File: config.mk
export PLATFORM = sky130hd
export DESIGN_NAME = rv_core
export DESIGN_NICKNAME = d
export VERILOG_FILES = /design/src/logic/rv_pkg.sv /design/src/logic/ctrl_if.sv /design/src/logic/decoder.sv /design/src/logic/imm_gen.sv /design/src/logic/regfile.sv /design/src/logic/exec_unit.sv /design/src/logic/pc_unit.sv /design/src/logic/apb_data_port.sv /design/src/logic/rv_core.sv
export SDC_FILE = /design/constraint.sdc
export NUM_CORES = 2
export LEC_CHECK = 0
export BUFFER_PORTS_ARGS = -buffer_cell sky130_fd_sc_hd__buf_4
export CAP_MARGIN = 20
export CORE_MARGIN = 8
export CORE_UTILIZATION = 69
export DETAILED_ROUTE_END_ITERATION = 7
export GPL_TIMING_DRIVEN = 0
export PLACE_DENSITY = 0.87
export SLEW_MARGIN = 25
export SYNTH_ARGS = -nofsm -noshare
export SYNTH_HDL_FRONTEND = slang
export SYNTH_SLANG_ARGS = --single-unit
File: constraint.sdc
create_clock -name clk -period 20.5 [get_ports clk]
set_input_delay 4.1 -clock clk [delete_from_list [all_inputs] [get_ports clk]]
set_output_delay 4.1 -clock clk [all_outputs]
set_load 0.02 [all_outputs]
File: src/logic/rv_pkg.sv
// word and field types, opcodes, funct3 codes and datapath select codes
`default_nettype none

package rv_pkg;

	typedef logic [31:0] word_t; // data and address word
	typedef logic [4:0] reg_addr_t; // register index
	typedef logic [6:0] opcode_t; // major opcode field
	typedef logic [0:0] op1_sel_t;
	typedef logic [1:0] op2_sel_t;
	typedef logic [1:0] alu_mode_t;
	typedef logic [1:0] wb_sel_t;

	localparam opcode_t OPC_OP = 7'b0110011; // r-type alu
	localparam opcode_t OPC_OPIMM = 7'b0010011; // i-type alu
	localparam opcode_t OPC_LOAD = 7'b0000011;
	localparam opcode_t OPC_STORE = 7'b0100011;
	localparam opcode_t OPC_BRANCH = 7'b1100011;
	localparam opcode_t OPC_JAL = 7'b1101111;
	localparam opcode_t OPC_LUI = 7'b0110111;
	localparam opcode_t OPC_AUIPC = 7'b0010111;

	localparam logic [2:0] F3_ADD = 3'b000; // add, sub and beq share this code
	localparam logic [2:0] F3_XOR = 3'b100;
	localparam logic [2:0] F3_OR = 3'b110;
	localparam logic [2:0] F3_AND = 3'b111;

	localparam op1_sel_t OP1_RS1 = 1'b0;
	localparam op1_sel_t OP1_PC = 1'b1; // auipc base

	localparam op2_sel_t OP2_RS2 = 2'd0;
	localparam op2_sel_t OP2_IMM = 2'd1;
	localparam op2_sel_t OP2_ZERO = 2'd2; // lui, immediate passes straight through

	localparam alu_mode_t ALU_REG = 2'd0; // funct3 plus funct7 bit 5
	localparam alu_mode_t ALU_IMM = 2'd1; // funct3 only
	localparam alu_mode_t ALU_ADD = 2'd2; // address and upper-imm math

	localparam wb_sel_t WB_ALU = 2'd0;
	localparam wb_sel_t WB_MEM = 2'd1;
	localparam wb_sel_t WB_PC4 = 2'd2; // link value

	localparam word_t RESET_PC = 32'h0000_0000;

endpackage

`default_nettype wire

File: src/logic/ctrl_if.sv
// decoded control bundle with decoder and consumer modports
`default_nettype none

interface ctrl_if;
	import rv_pkg::*;

	op1_sel_t op1sel; // rs1 or pc
	op2_sel_t op2sel; // rs2, imm or zero
	alu_mode_t alu_mode;
	logic memwr; // sw
	logic memrd; // lw
	logic regwr;
	wb_sel_t wbsel;
	logic willjmp; // jal, or beq taken

	modport dec (output op1sel, op2sel, alu_mode, memwr, memrd, regwr, wbsel, willjmp);
	modport exe (input op1sel, op2sel, alu_mode, wbsel);
	modport rf (input regwr);
	modport mem (input memrd, memwr);
	modport pc (input willjmp);
endinterface

`default_nettype wire

File: src/logic/decoder.sv
// decoder: opcode and funct bits to datapath controls and jump decision
`default_nettype none

module decoder (
	input rv_pkg::opcode_t opcode,
	input logic [2:0] funct3,
	input logic funct7_5,
	input logic equal, // rs1 == rs2 from exec unit
	ctrl_if.dec ctrl
);
	import rv_pkg::*;

	always_comb
	begin
		ctrl.op1sel = OP1_RS1; // defaults form a no-op
		ctrl.op2sel = OP2_RS2;
		ctrl.alu_mode = ALU_ADD;
		ctrl.memwr = 1'b0;
		ctrl.memrd = 1'b0;
		ctrl.regwr = 1'b0;
		ctrl.wbsel = WB_ALU;
		ctrl.willjmp = 1'b0;
		case (opcode)
			OPC_OP:
			begin
				ctrl.alu_mode = funct7_5 ? ALU_REG : ALU_IMM; // bit 5 only matters for sub
				ctrl.regwr = 1'b1;
			end
			OPC_OPIMM:
			begin
				ctrl.op2sel = OP2_IMM;
				ctrl.alu_mode = ALU_IMM; // imm[11:5] is not funct7 here
				ctrl.regwr = 1'b1;
			end
			OPC_LOAD:
			begin
				ctrl.op2sel = OP2_IMM; // rs1 + offset
				ctrl.memrd = 1'b1;
				ctrl.regwr = 1'b1; // lands on the retire edge
				ctrl.wbsel = WB_MEM;
			end
			OPC_STORE:
			begin
				ctrl.op2sel = OP2_IMM; // s-type offset
				ctrl.memwr = 1'b1;
			end
			OPC_BRANCH:
			begin
				// only beq is decoded, other funct3 values fall through
				ctrl.willjmp = (funct3 == F3_ADD) && equal;
			end
			OPC_JAL:
			begin
				ctrl.regwr = 1'b1;
				ctrl.wbsel = WB_PC4; // link always into rd
				ctrl.willjmp = 1'b1;
			end
			OPC_LUI:
			begin
				ctrl.op2sel = OP2_ZERO; // imm + 0
				ctrl.regwr = 1'b1;
			end
			OPC_AUIPC:
			begin
				ctrl.op1sel = OP1_PC;
				ctrl.op2sel = OP2_IMM; // pc + upper imm
				ctrl.regwr = 1'b1;
			end
			default:
			begin
				ctrl.regwr = 1'b0; // unknown opcode, pc just steps
			end
		endcase
	end

endmodule

`default_nettype wire

File: src/logic/imm_gen.sv
// immediate generator for i, s, b, u and j formats
`default_nettype none

module imm_gen (
	input rv_pkg::word_t instr,
	output rv_pkg::word_t imm
);
	import rv_pkg::*;

	opcode_t opcode;

	assign opcode = instr[6:0];

	always_comb
	begin
		case (opcode)
			OPC_STORE:
				imm = {{20{instr[31]}}, instr[31:25], instr[11:7]}; // s-type
			OPC_BRANCH:
				imm = {{19{instr[31]}}, instr[31], instr[7], instr[30:25],
					instr[11:8], 1'b0}; // b-type, even offset
			OPC_LUI, OPC_AUIPC:
				imm = {instr[31:12], 12'h000}; // u-type, low bits zero
			OPC_JAL:
				imm = {{11{instr[31]}}, instr[31], instr[19:12], instr[20],
					instr[30:21], 1'b0}; // j-type
			default:
				imm = {{20{instr[31]}}, instr[31:20]}; // i-type for opimm and load
		endcase
	end

endmodule

`default_nettype wire

File: src/logic/regfile.sv
// 32x32 register file, two async read ports, one write port held by stall
`default_nettype none

module regfile (
	input logic clk,
	input logic rst_n,
	input rv_pkg::reg_addr_t rs1_addr,
	input rv_pkg::reg_addr_t rs2_addr,
	input rv_pkg::reg_addr_t rd_addr,
	input rv_pkg::word_t wb_data,
	input logic stall, // memory access still open
	ctrl_if.rf ctrl,
	output rv_pkg::word_t rs1_data,
	output rv_pkg::word_t rs2_data
);
	import rv_pkg::*;

	word_t regs [32];

	assign rs1_data = (rs1_addr == 5'd0) ? '0 : regs[rs1_addr]; // x0 hardwired
	assign rs2_data = (rs2_addr == 5'd0) ? '0 : regs[rs2_addr];

	always_ff @(posedge clk or negedge rst_n)
	begin
		if (!rst_n)
		begin
			for (int i = 0; i < 32; i++)
				regs[i] <= '0;
		end
		else if (ctrl.regwr && !stall && (rd_addr != 5'd0))
			regs[rd_addr] <= wb_data; // retire edge only
	end

endmodule

`default_nettype wire

File: src/logic/exec_unit.sv
// execute stage: operand muxes, alu, equality compare, write-back mux
`default_nettype none

module exec_unit (
	input rv_pkg::word_t pc,
	input rv_pkg::word_t rs1_data,
	input rv_pkg::word_t rs2_data,
	input rv_pkg::word_t imm,
	input rv_pkg::word_t mem_rdata, // straight from prdata
	input logic [2:0] funct3,
	input logic funct7_5,
	ctrl_if.exe ctrl,
	output rv_pkg::word_t alu_result,
	output rv_pkg::word_t wb_data,
	output logic equal
);
	import rv_pkg::*;

	word_t op_a;
	word_t op_b;
	logic do_sub;

	always_comb
	begin
		if (ctrl.op2sel == OP2_ZERO)
			op_a = imm; // lui, result is the upper imm itself
		else if (ctrl.op1sel == OP1_PC)
			op_a = pc;
		else
			op_a = rs1_data;
		case (ctrl.op2sel)
			OP2_IMM: op_b = imm;
			OP2_ZERO: op_b = '0;
			default: op_b = rs2_data;
		endcase
	end

	assign do_sub = (ctrl.alu_mode == ALU_REG) && funct7_5; // never for immediates

	always_comb
	begin
		if (ctrl.alu_mode == ALU_ADD)
			alu_result = op_a + op_b; // addresses, lui, auipc
		else
			case (funct3)
				F3_ADD: alu_result = do_sub ? (op_a - op_b) : (op_a + op_b);
				F3_XOR: alu_result = op_a ^ op_b;
				F3_OR: alu_result = op_a | op_b;
				F3_AND: alu_result = op_a & op_b;
				default: alu_result = op_a + op_b; // unsupported funct3
			endcase
	end

	assign equal = (rs1_data == rs2_data); // beq decision in decoder

	always_comb
	begin
		case (ctrl.wbsel)
			WB_MEM: wb_data = mem_rdata;
			WB_PC4: wb_data = pc + 32'd4; // jal link
			default: wb_data = alu_result;
		endcase
	end

endmodule

`default_nettype wire

File: src/logic/pc_unit.sv
// program counter register and next-pc select
`default_nettype none

module pc_unit (
	input logic clk,
	input logic rst_n,
	input rv_pkg::word_t imm, // branch or jal offset
	input logic stall,
	ctrl_if.pc ctrl,
	output rv_pkg::word_t pc
);
	import rv_pkg::*;

	word_t pc_nxt;

	assign pc_nxt = ctrl.willjmp ? (pc + imm) : (pc + 32'd4); // pc-relative target

	always_ff @(posedge clk or negedge rst_n)
	begin
		if (!rst_n)
			pc <= RESET_PC;
		else if (!stall)
			pc <= pc_nxt; // frozen while apb transfer is open
	end

endmodule

`default_nettype wire

File: src/logic/apb_data_port.sv
// apb master for lw and sw, drives the core stall
`default_nettype none

module apb_data_port (
	input logic clk,
	input logic rst_n,
	input rv_pkg::word_t addr, // alu result
	input rv_pkg::word_t wdata, // rs2
	ctrl_if.mem ctrl,
	output rv_pkg::word_t rdata,
	output logic stall,
	output rv_pkg::word_t paddr,
	output logic psel,
	output logic penable,
	output logic pwrite,
	output rv_pkg::word_t pwdata,
	input rv_pkg::word_t prdata,
	input logic pready
);
	import rv_pkg::*;

	typedef enum logic [1:0] {IDLE, SETUP, ACCESS} apb_state_t;

	apb_state_t state;
	apb_state_t phase; // bus phase seen this cycle
	apb_state_t state_nxt;

	always_comb
	begin
		phase = state;
		if ((state == IDLE) && (ctrl.memrd || ctrl.memwr))
			phase = SETUP; // setup overlaps the decode cycle
	end

	always_comb
	begin
		case (phase)
			SETUP: state_nxt = ACCESS;
			ACCESS: state_nxt = pready ? IDLE : ACCESS; // wait states hold here
			default: state_nxt = IDLE;
		endcase
	end

	always_ff @(posedge clk or negedge rst_n)
	begin
		if (!rst_n)
			state <= IDLE;
		else
			state <= state_nxt;
	end

	assign psel = (phase != IDLE);
	assign penable = (phase == ACCESS);
	assign pwrite = psel && ctrl.memwr;
	assign paddr = addr; // stable, pc held by stall
	assign pwdata = wdata;
	assign rdata = prdata; // sampled by regfile on the pready edge
	assign stall = (phase == SETUP) || ((phase == ACCESS) && !pready);

endmodule

`default_nettype wire

File: src/logic/rv_core.sv
// rv32i subset core top: decoder, imm gen, regfile, exec, pc and apb port
`default_nettype none

module rv_core (
	input logic clk,
	input logic rst_n,
	output rv_pkg::word_t imem_addr,
	input rv_pkg::word_t imem_rdata, // combinational instruction fetch
	output rv_pkg::word_t paddr,
	output logic psel,
	output logic penable,
	output logic pwrite,
	output rv_pkg::word_t pwdata,
	input rv_pkg::word_t prdata,
	input logic pready
);
	import rv_pkg::*;

	ctrl_if ctrl ();

	word_t imm;
	word_t rs1_data;
	word_t rs2_data;
	word_t alu_result;
	word_t wb_data;
	word_t mem_rdata;
	word_t pc;
	logic equal;
	logic stall;

	assign imem_addr = pc;

	decoder u_decoder (.opcode(imem_rdata[6:0]), .funct3(imem_rdata[14:12]),
		.funct7_5(imem_rdata[30]), .equal(equal), .ctrl(ctrl.dec));

	imm_gen u_imm_gen (.instr(imem_rdata), .imm(imm));

	regfile u_regfile (.clk(clk), .rst_n(rst_n), .rs1_addr(imem_rdata[19:15]),
		.rs2_addr(imem_rdata[24:20]), .rd_addr(imem_rdata[11:7]), .wb_data(wb_data),
		.stall(stall), .ctrl(ctrl.rf), .rs1_data(rs1_data), .rs2_data(rs2_data));

	exec_unit u_exec_unit (.pc(pc), .rs1_data(rs1_data), .rs2_data(rs2_data), .imm(imm),
		.mem_rdata(mem_rdata), .funct3(imem_rdata[14:12]), .funct7_5(imem_rdata[30]),
		.ctrl(ctrl.exe), .alu_result(alu_result), .wb_data(wb_data), .equal(equal));

	pc_unit u_pc_unit (.clk(clk), .rst_n(rst_n), .imm(imm), .stall(stall),
		.ctrl(ctrl.pc), .pc(pc));

	apb_data_port u_apb_data_port (.clk(clk), .rst_n(rst_n), .addr(alu_result),
		.wdata(rs2_data), .ctrl(ctrl.mem), .rdata(mem_rdata), .stall(stall),
		.paddr(paddr), .psel(psel), .penable(penable), .pwrite(pwrite),
		.pwdata(pwdata), .prdata(prdata), .pready(pready));

endmodule

`default_nettype wire

==> impl_metrics.json, run 1 <==
{
  "grt_max_degree": 148,
  "gr-total-overflow": 10,
  "track_usage": 0.8100,
  "synthCells": 6511,
  "ios": 166,
  "postCtsSetupBuffers": 0,
  "die_h_um": 321.3,
  "cts-resized-gates": 0,
  "yosys_register_bits": 1057,
  "ys_async_sr_fraction": 1.000,
  "start_util": 0.6923,
  "cts_buffers": 110,
  "dp_cells": 7977,
  "cts_max_level": 3,
  "hold_buffers": 0,
  "rows": 112,
  "place_congestion": 1.279,
  "stop_stage": "global routing (5_1_grt)",
  "ys_seq_area_frac": 0.4113,
  "clock-sinks": 1057,
  "root_buffer": "clkbuf_16",
  "yosys_warnings": 0,
  "synth_ff_type": "dfrtp_1",
  "syn-cell-area_um2": 64320,
  "yosysMostFrequentCell": "nand2_1",
  "die_x_um": 321.3,
  "ys_top_cells_by_count": "nand2_1 (1,123), dfrtp_1 (1,057), o21ai_0 (1,045)",
  "place_hpwl_um": 269200,
  "status": "stopped before the end",
  "synth.top_cell.area_share": 0.4113,
  "clockBufferDepth": 3,
  "firstError": "[ERROR GRT-0232] Routing congestion too high. Check the congestion heatmap in the GUI.",
  "avgSynthCellArea_um2": 9.878,
  "synth_area_leaders": "dfrtp_1 (41%), mux4_2 (14%), o21ai_0 (8.1%)",
  "yosysTopAreaCell": "dfrtp_1",
  "synth-edff-count": 0,
  "synth.distinct_cells": 89,
  "syn_nets": 6712,
  "pre_cts_slack_ps": 3562,
  "portBuffers": 152,
  "grt_antenna_before_repair": 74
}
## routing by layer
metal  GRT usage  GRT overflow
met5      0.5378             0
met2      0.9069             6
met4      0.7815             2
met1      0.7948             1
met3      0.7582             1
## cell families after synthesis
kind of cell	synth area share
AO/OA/AOI/OAI	0.1935
AND/OR/NAND/NOR	0.1081
flip-flops	0.4113
buffers and inverters	0.05393
multiplexers	0.1908
adder cells (fa/ha/maj)	0.02642
XOR/XNOR	0.01593
## stage by stage
stage	instance area (um2)	hold WS (ps)
4_1_cts	71980	479.1
3_5_place_dp	68300	463.2
3_3_place_gp	67030	452.6
2_1_floorplan	64320	439.2
==> inputs of run 2 (changes only) <==
Settings changed: CORE_UTILIZATION 69 to 40, PLACE_DENSITY 0.87 to unset, PLACE_DENSITY_LB_ADDON set to 0.15.
==> run 2 against run 1 <==
Compared with the run above: synthesized area did not move; the flow now finishes without violations; synthesized cell count unchanged.
==> impl_metrics.json, run 2 <==
{
  "relSlewSlack": 0.09189,
  "setup_tns_ps": 0,
  "clk_pin_slew_ps": 60,
  "ant_nets": 0,
  "peakVddDrop_mv": 0.09064,
  "postCtsSetupBuffers": 0,
  "crit_required_ps": 16400,
  "start_util": 0.4015,
  "hold_buffers": 0,
  "gr-total-overflow": 0,
  "reg2reg_from": "u_regfile.regs[552]",
  "grt_pass1_vias": 60180,
  "pwr_density_cell_nw_per_um2": 83.94,
  "synthCells": 6511,
  "track_usage": 0.4816,
  "met3_usage": 0.2331,
  "regArea_um2": 26450,
  "clock-sinks": 1057,
  "finalPower_w": 0.006345,
  "wl_per_cell_um": 46.80,
  "cts_tree": "done",
  "grt_antenna_before_repair": 47,
  "synth_ff_type": "dfrtp_1",
  "cts-resized-gates": 0,
  "min_path_type": "reg -> reg",
  "drv_slew": 0,
  "vias": 65000,
  "drt_pass1_iterations": 6,
  "grt-busiest-layer": "met2",
  "drt_iter0_markers": 10790,
  "fmax_mhz": 54.00,
  "grt_max_degree": 133,
  "r2r_cells": 19,
  "yosys_register_bits": 1057,
  "synth.distinct_cells": 89,
  "synth-edff-count": 0,
  "worstMarginPinSlew_ps": 1328,
  "dp_cells": 8953,
  "fillers": 15440,
  "synth.top_cell.area_share": 0.4113,
  "finalClockSkew_ps": 44.94,
  "clock_latency_ps": 820,
  "final_cell_mix": "nand2_1 (1,123), dfrtp_1 (1,057), o21ai_0 (1,014), clkbuf_1 (479), mux4_2 (404)",
  "clockBufferDepth": 3,
  "synthToLayoutAreaGrowth_pct": 17.54,
  "avgSynthCellArea_um2": 9.878,
  "portBuffers": 152,
  "layout_min_cycle_time_ps": 18520,
  "critPathLaunch": "imem_rdata[21]",
  "ys_top_cells_by_count": "nand2_1 (1,123), dfrtp_1 (1,057), o21ai_0 (1,045)",
  "core_um2": 160200,
  "setup_viol": 0,
  "critPathKind": "in -> out",
  "multi_input_area_um2": 34900,
  "dpl_cell_area_um2": 71000,
  "use_met1": 0.5518,
  "r2r_end": "u_regfile.regs[92]",
  "crit_fanout": 11,
  "critPathCapture": "paddr[28]",
  "dieArea_um2": 173900,
  "hold_viol_final": 0,
  "drive_above_1_share": 0.1846,
  "end_kind": "output port",
  "drc_errors": 0,
  "top_regs": "u_regfile.regs (1024), u_pc_unit.pc (32), u_apb_data_port.state (1)",
  "largest_reg_flops": 1024,
  "top_register": "u_regfile.regs",
  "grtUsageMet2": 0.6589,
  "synth_area_leaders": "dfrtp_1 (41%), mux4_2 (14%), o21ai_0 (8.1%)",
  "routed_wl_um": 431700,
  "status": "completed",
  "root_buffer": "clkbuf_16",
  "die_x_um": 417.0,
  "fin_crit_sh": 0.9034,
  "place_hpwl_um": 321100,
  "ios": 166,
  "place_congestion": 1.070,
  "cts_buffers": 131,
  "cp-start-kind": "input port",
  "yosysTopAreaCell": "dfrtp_1",
  "yosysMostFrequentCell": "nand2_1",
  "rows": 147,
  "syn-cell-area_um2": 64320,
  "final_common_cell": "nand2_1",
  "viasPerCell": 7.046,
  "ys_seq_area_frac": 0.4113,
  "ys_async_sr_fraction": 1.000,
  "rsz0062_at_grt": "no",
  "die_h_um": 417.0,
  "reg2reg_slack_ps": 10880,
  "critical_path_arrival_ps": 14420,
  "grt_pass1_wl_um": 564100,
  "cts_max_level": 4,
  "maxCapViolCount": 0,
  "stdcell_count": 9224,
  "design_area_um2": 75600,
  "yosys_warnings": 0,
  "power_leakage_nw": 32.27,
  "fin_nets": 7129,
  "syn_nets": 6712
}
run 2: cells by family (layout without fill, tap and decap cells):
| family | count (synthesis) | count (layout) | share of synthesized area |
|---|---|---|---|
| AOI/OAI and AO/OA | 2036 | 2036 | 0.1935 |
| xor gates and xnor gates | 117 | 117 | 0.01593 |
| adders and majority gates | 134 | 134 | 0.02642 |
| buffers and inverters | 812 | 1327 | 0.05393 |
| DFF | 1057 | 1057 | 0.4113 |
| muxes | 711 | 711 | 0.1908 |
| other | 0 | 38 | 0 |
| and+or+nand+nor | 1644 | 1644 | 0.1081 |
run 2: layout make-up:
cell class,instances,share of cell area
diodes,38,0.001258
multi-input cells,4642,0.4617
inverters,139,0.006902
clock buffers,189,0.05065
clock inverters,42,0.008176
plain buffers,673,0.04072
flip-flops and latches,1057,0.3499
repair buffers,284,0.04495
well taps,2160,0.03575
run 2: worst min-delay path by stage:
stage	start	endpoint	slack [ps]	depth (start not counted)
final	u_regfile.regs[997]	u_regfile.regs[997]	480	1
after detailed placement	u_regfile.regs[1015]	u_regfile.regs[1015]	470	1
after CTS	u_regfile.regs[997]	u_regfile.regs[997]	480	1
after global routing	u_regfile.regs[1004]	u_regfile.regs[1004]	500	1
after global placement	u_regfile.regs[1004]	u_regfile.regs[1004]	450	1
after floorplan	u_regfile.regs[1004]	u_regfile.regs[1004]	440	1
run 2: worst max-delay path, stage by stage:
cell,delay (ps)
buf_2,470
buf_4,470
buf_2,740
buf_2,840
buf_2,920
mux4_2,430
a211oi_1,950
nor4_2,90
buf_2,240
buf_4,190
nand2_1,90
a21boi_0,400
ha_1,380
nand2b_1,180
a21oi_1,220
o31ai_1,160
a31oi_1,590
o21ai_0,440
a21oi_1,640
nand4_1,270
and3_1,270
o32ai_1,920
nand2_1,120
buf_4,200
run 2: report_power, final:
group / switching [W] / total (W) / internal (W)
registers: 0.000135 / 0.00232 / 0.00218
logic: 0.00109 / 0.00154 / 0.000457
clock network: 0.00103 / 0.00248 / 0.00145
run 2: per-stage QoR:
stage	hold slack, ps	worst slack [ps]	util
after floorplan	439.2	6843	-
after global placement	454.4	787.7	0.4255
after detailed placement	467.7	2855	0.4432
after CTS	481.8	2826	0.4710
after global routing	498.8	2120	0.4715
final	479.9	1980	0.4719
run 2: per-layer routing:
layer	share of wire	vias up	routed length (um)
li1	-	24690	-
met1	0.34	32720	148400
met2	0.40	5730	170900
met3	0.14	1808	61060
met4	0.12	43	50240
met5	0.0024	-	1054
No activity file was read; power rests on OpenSTA's default activity.
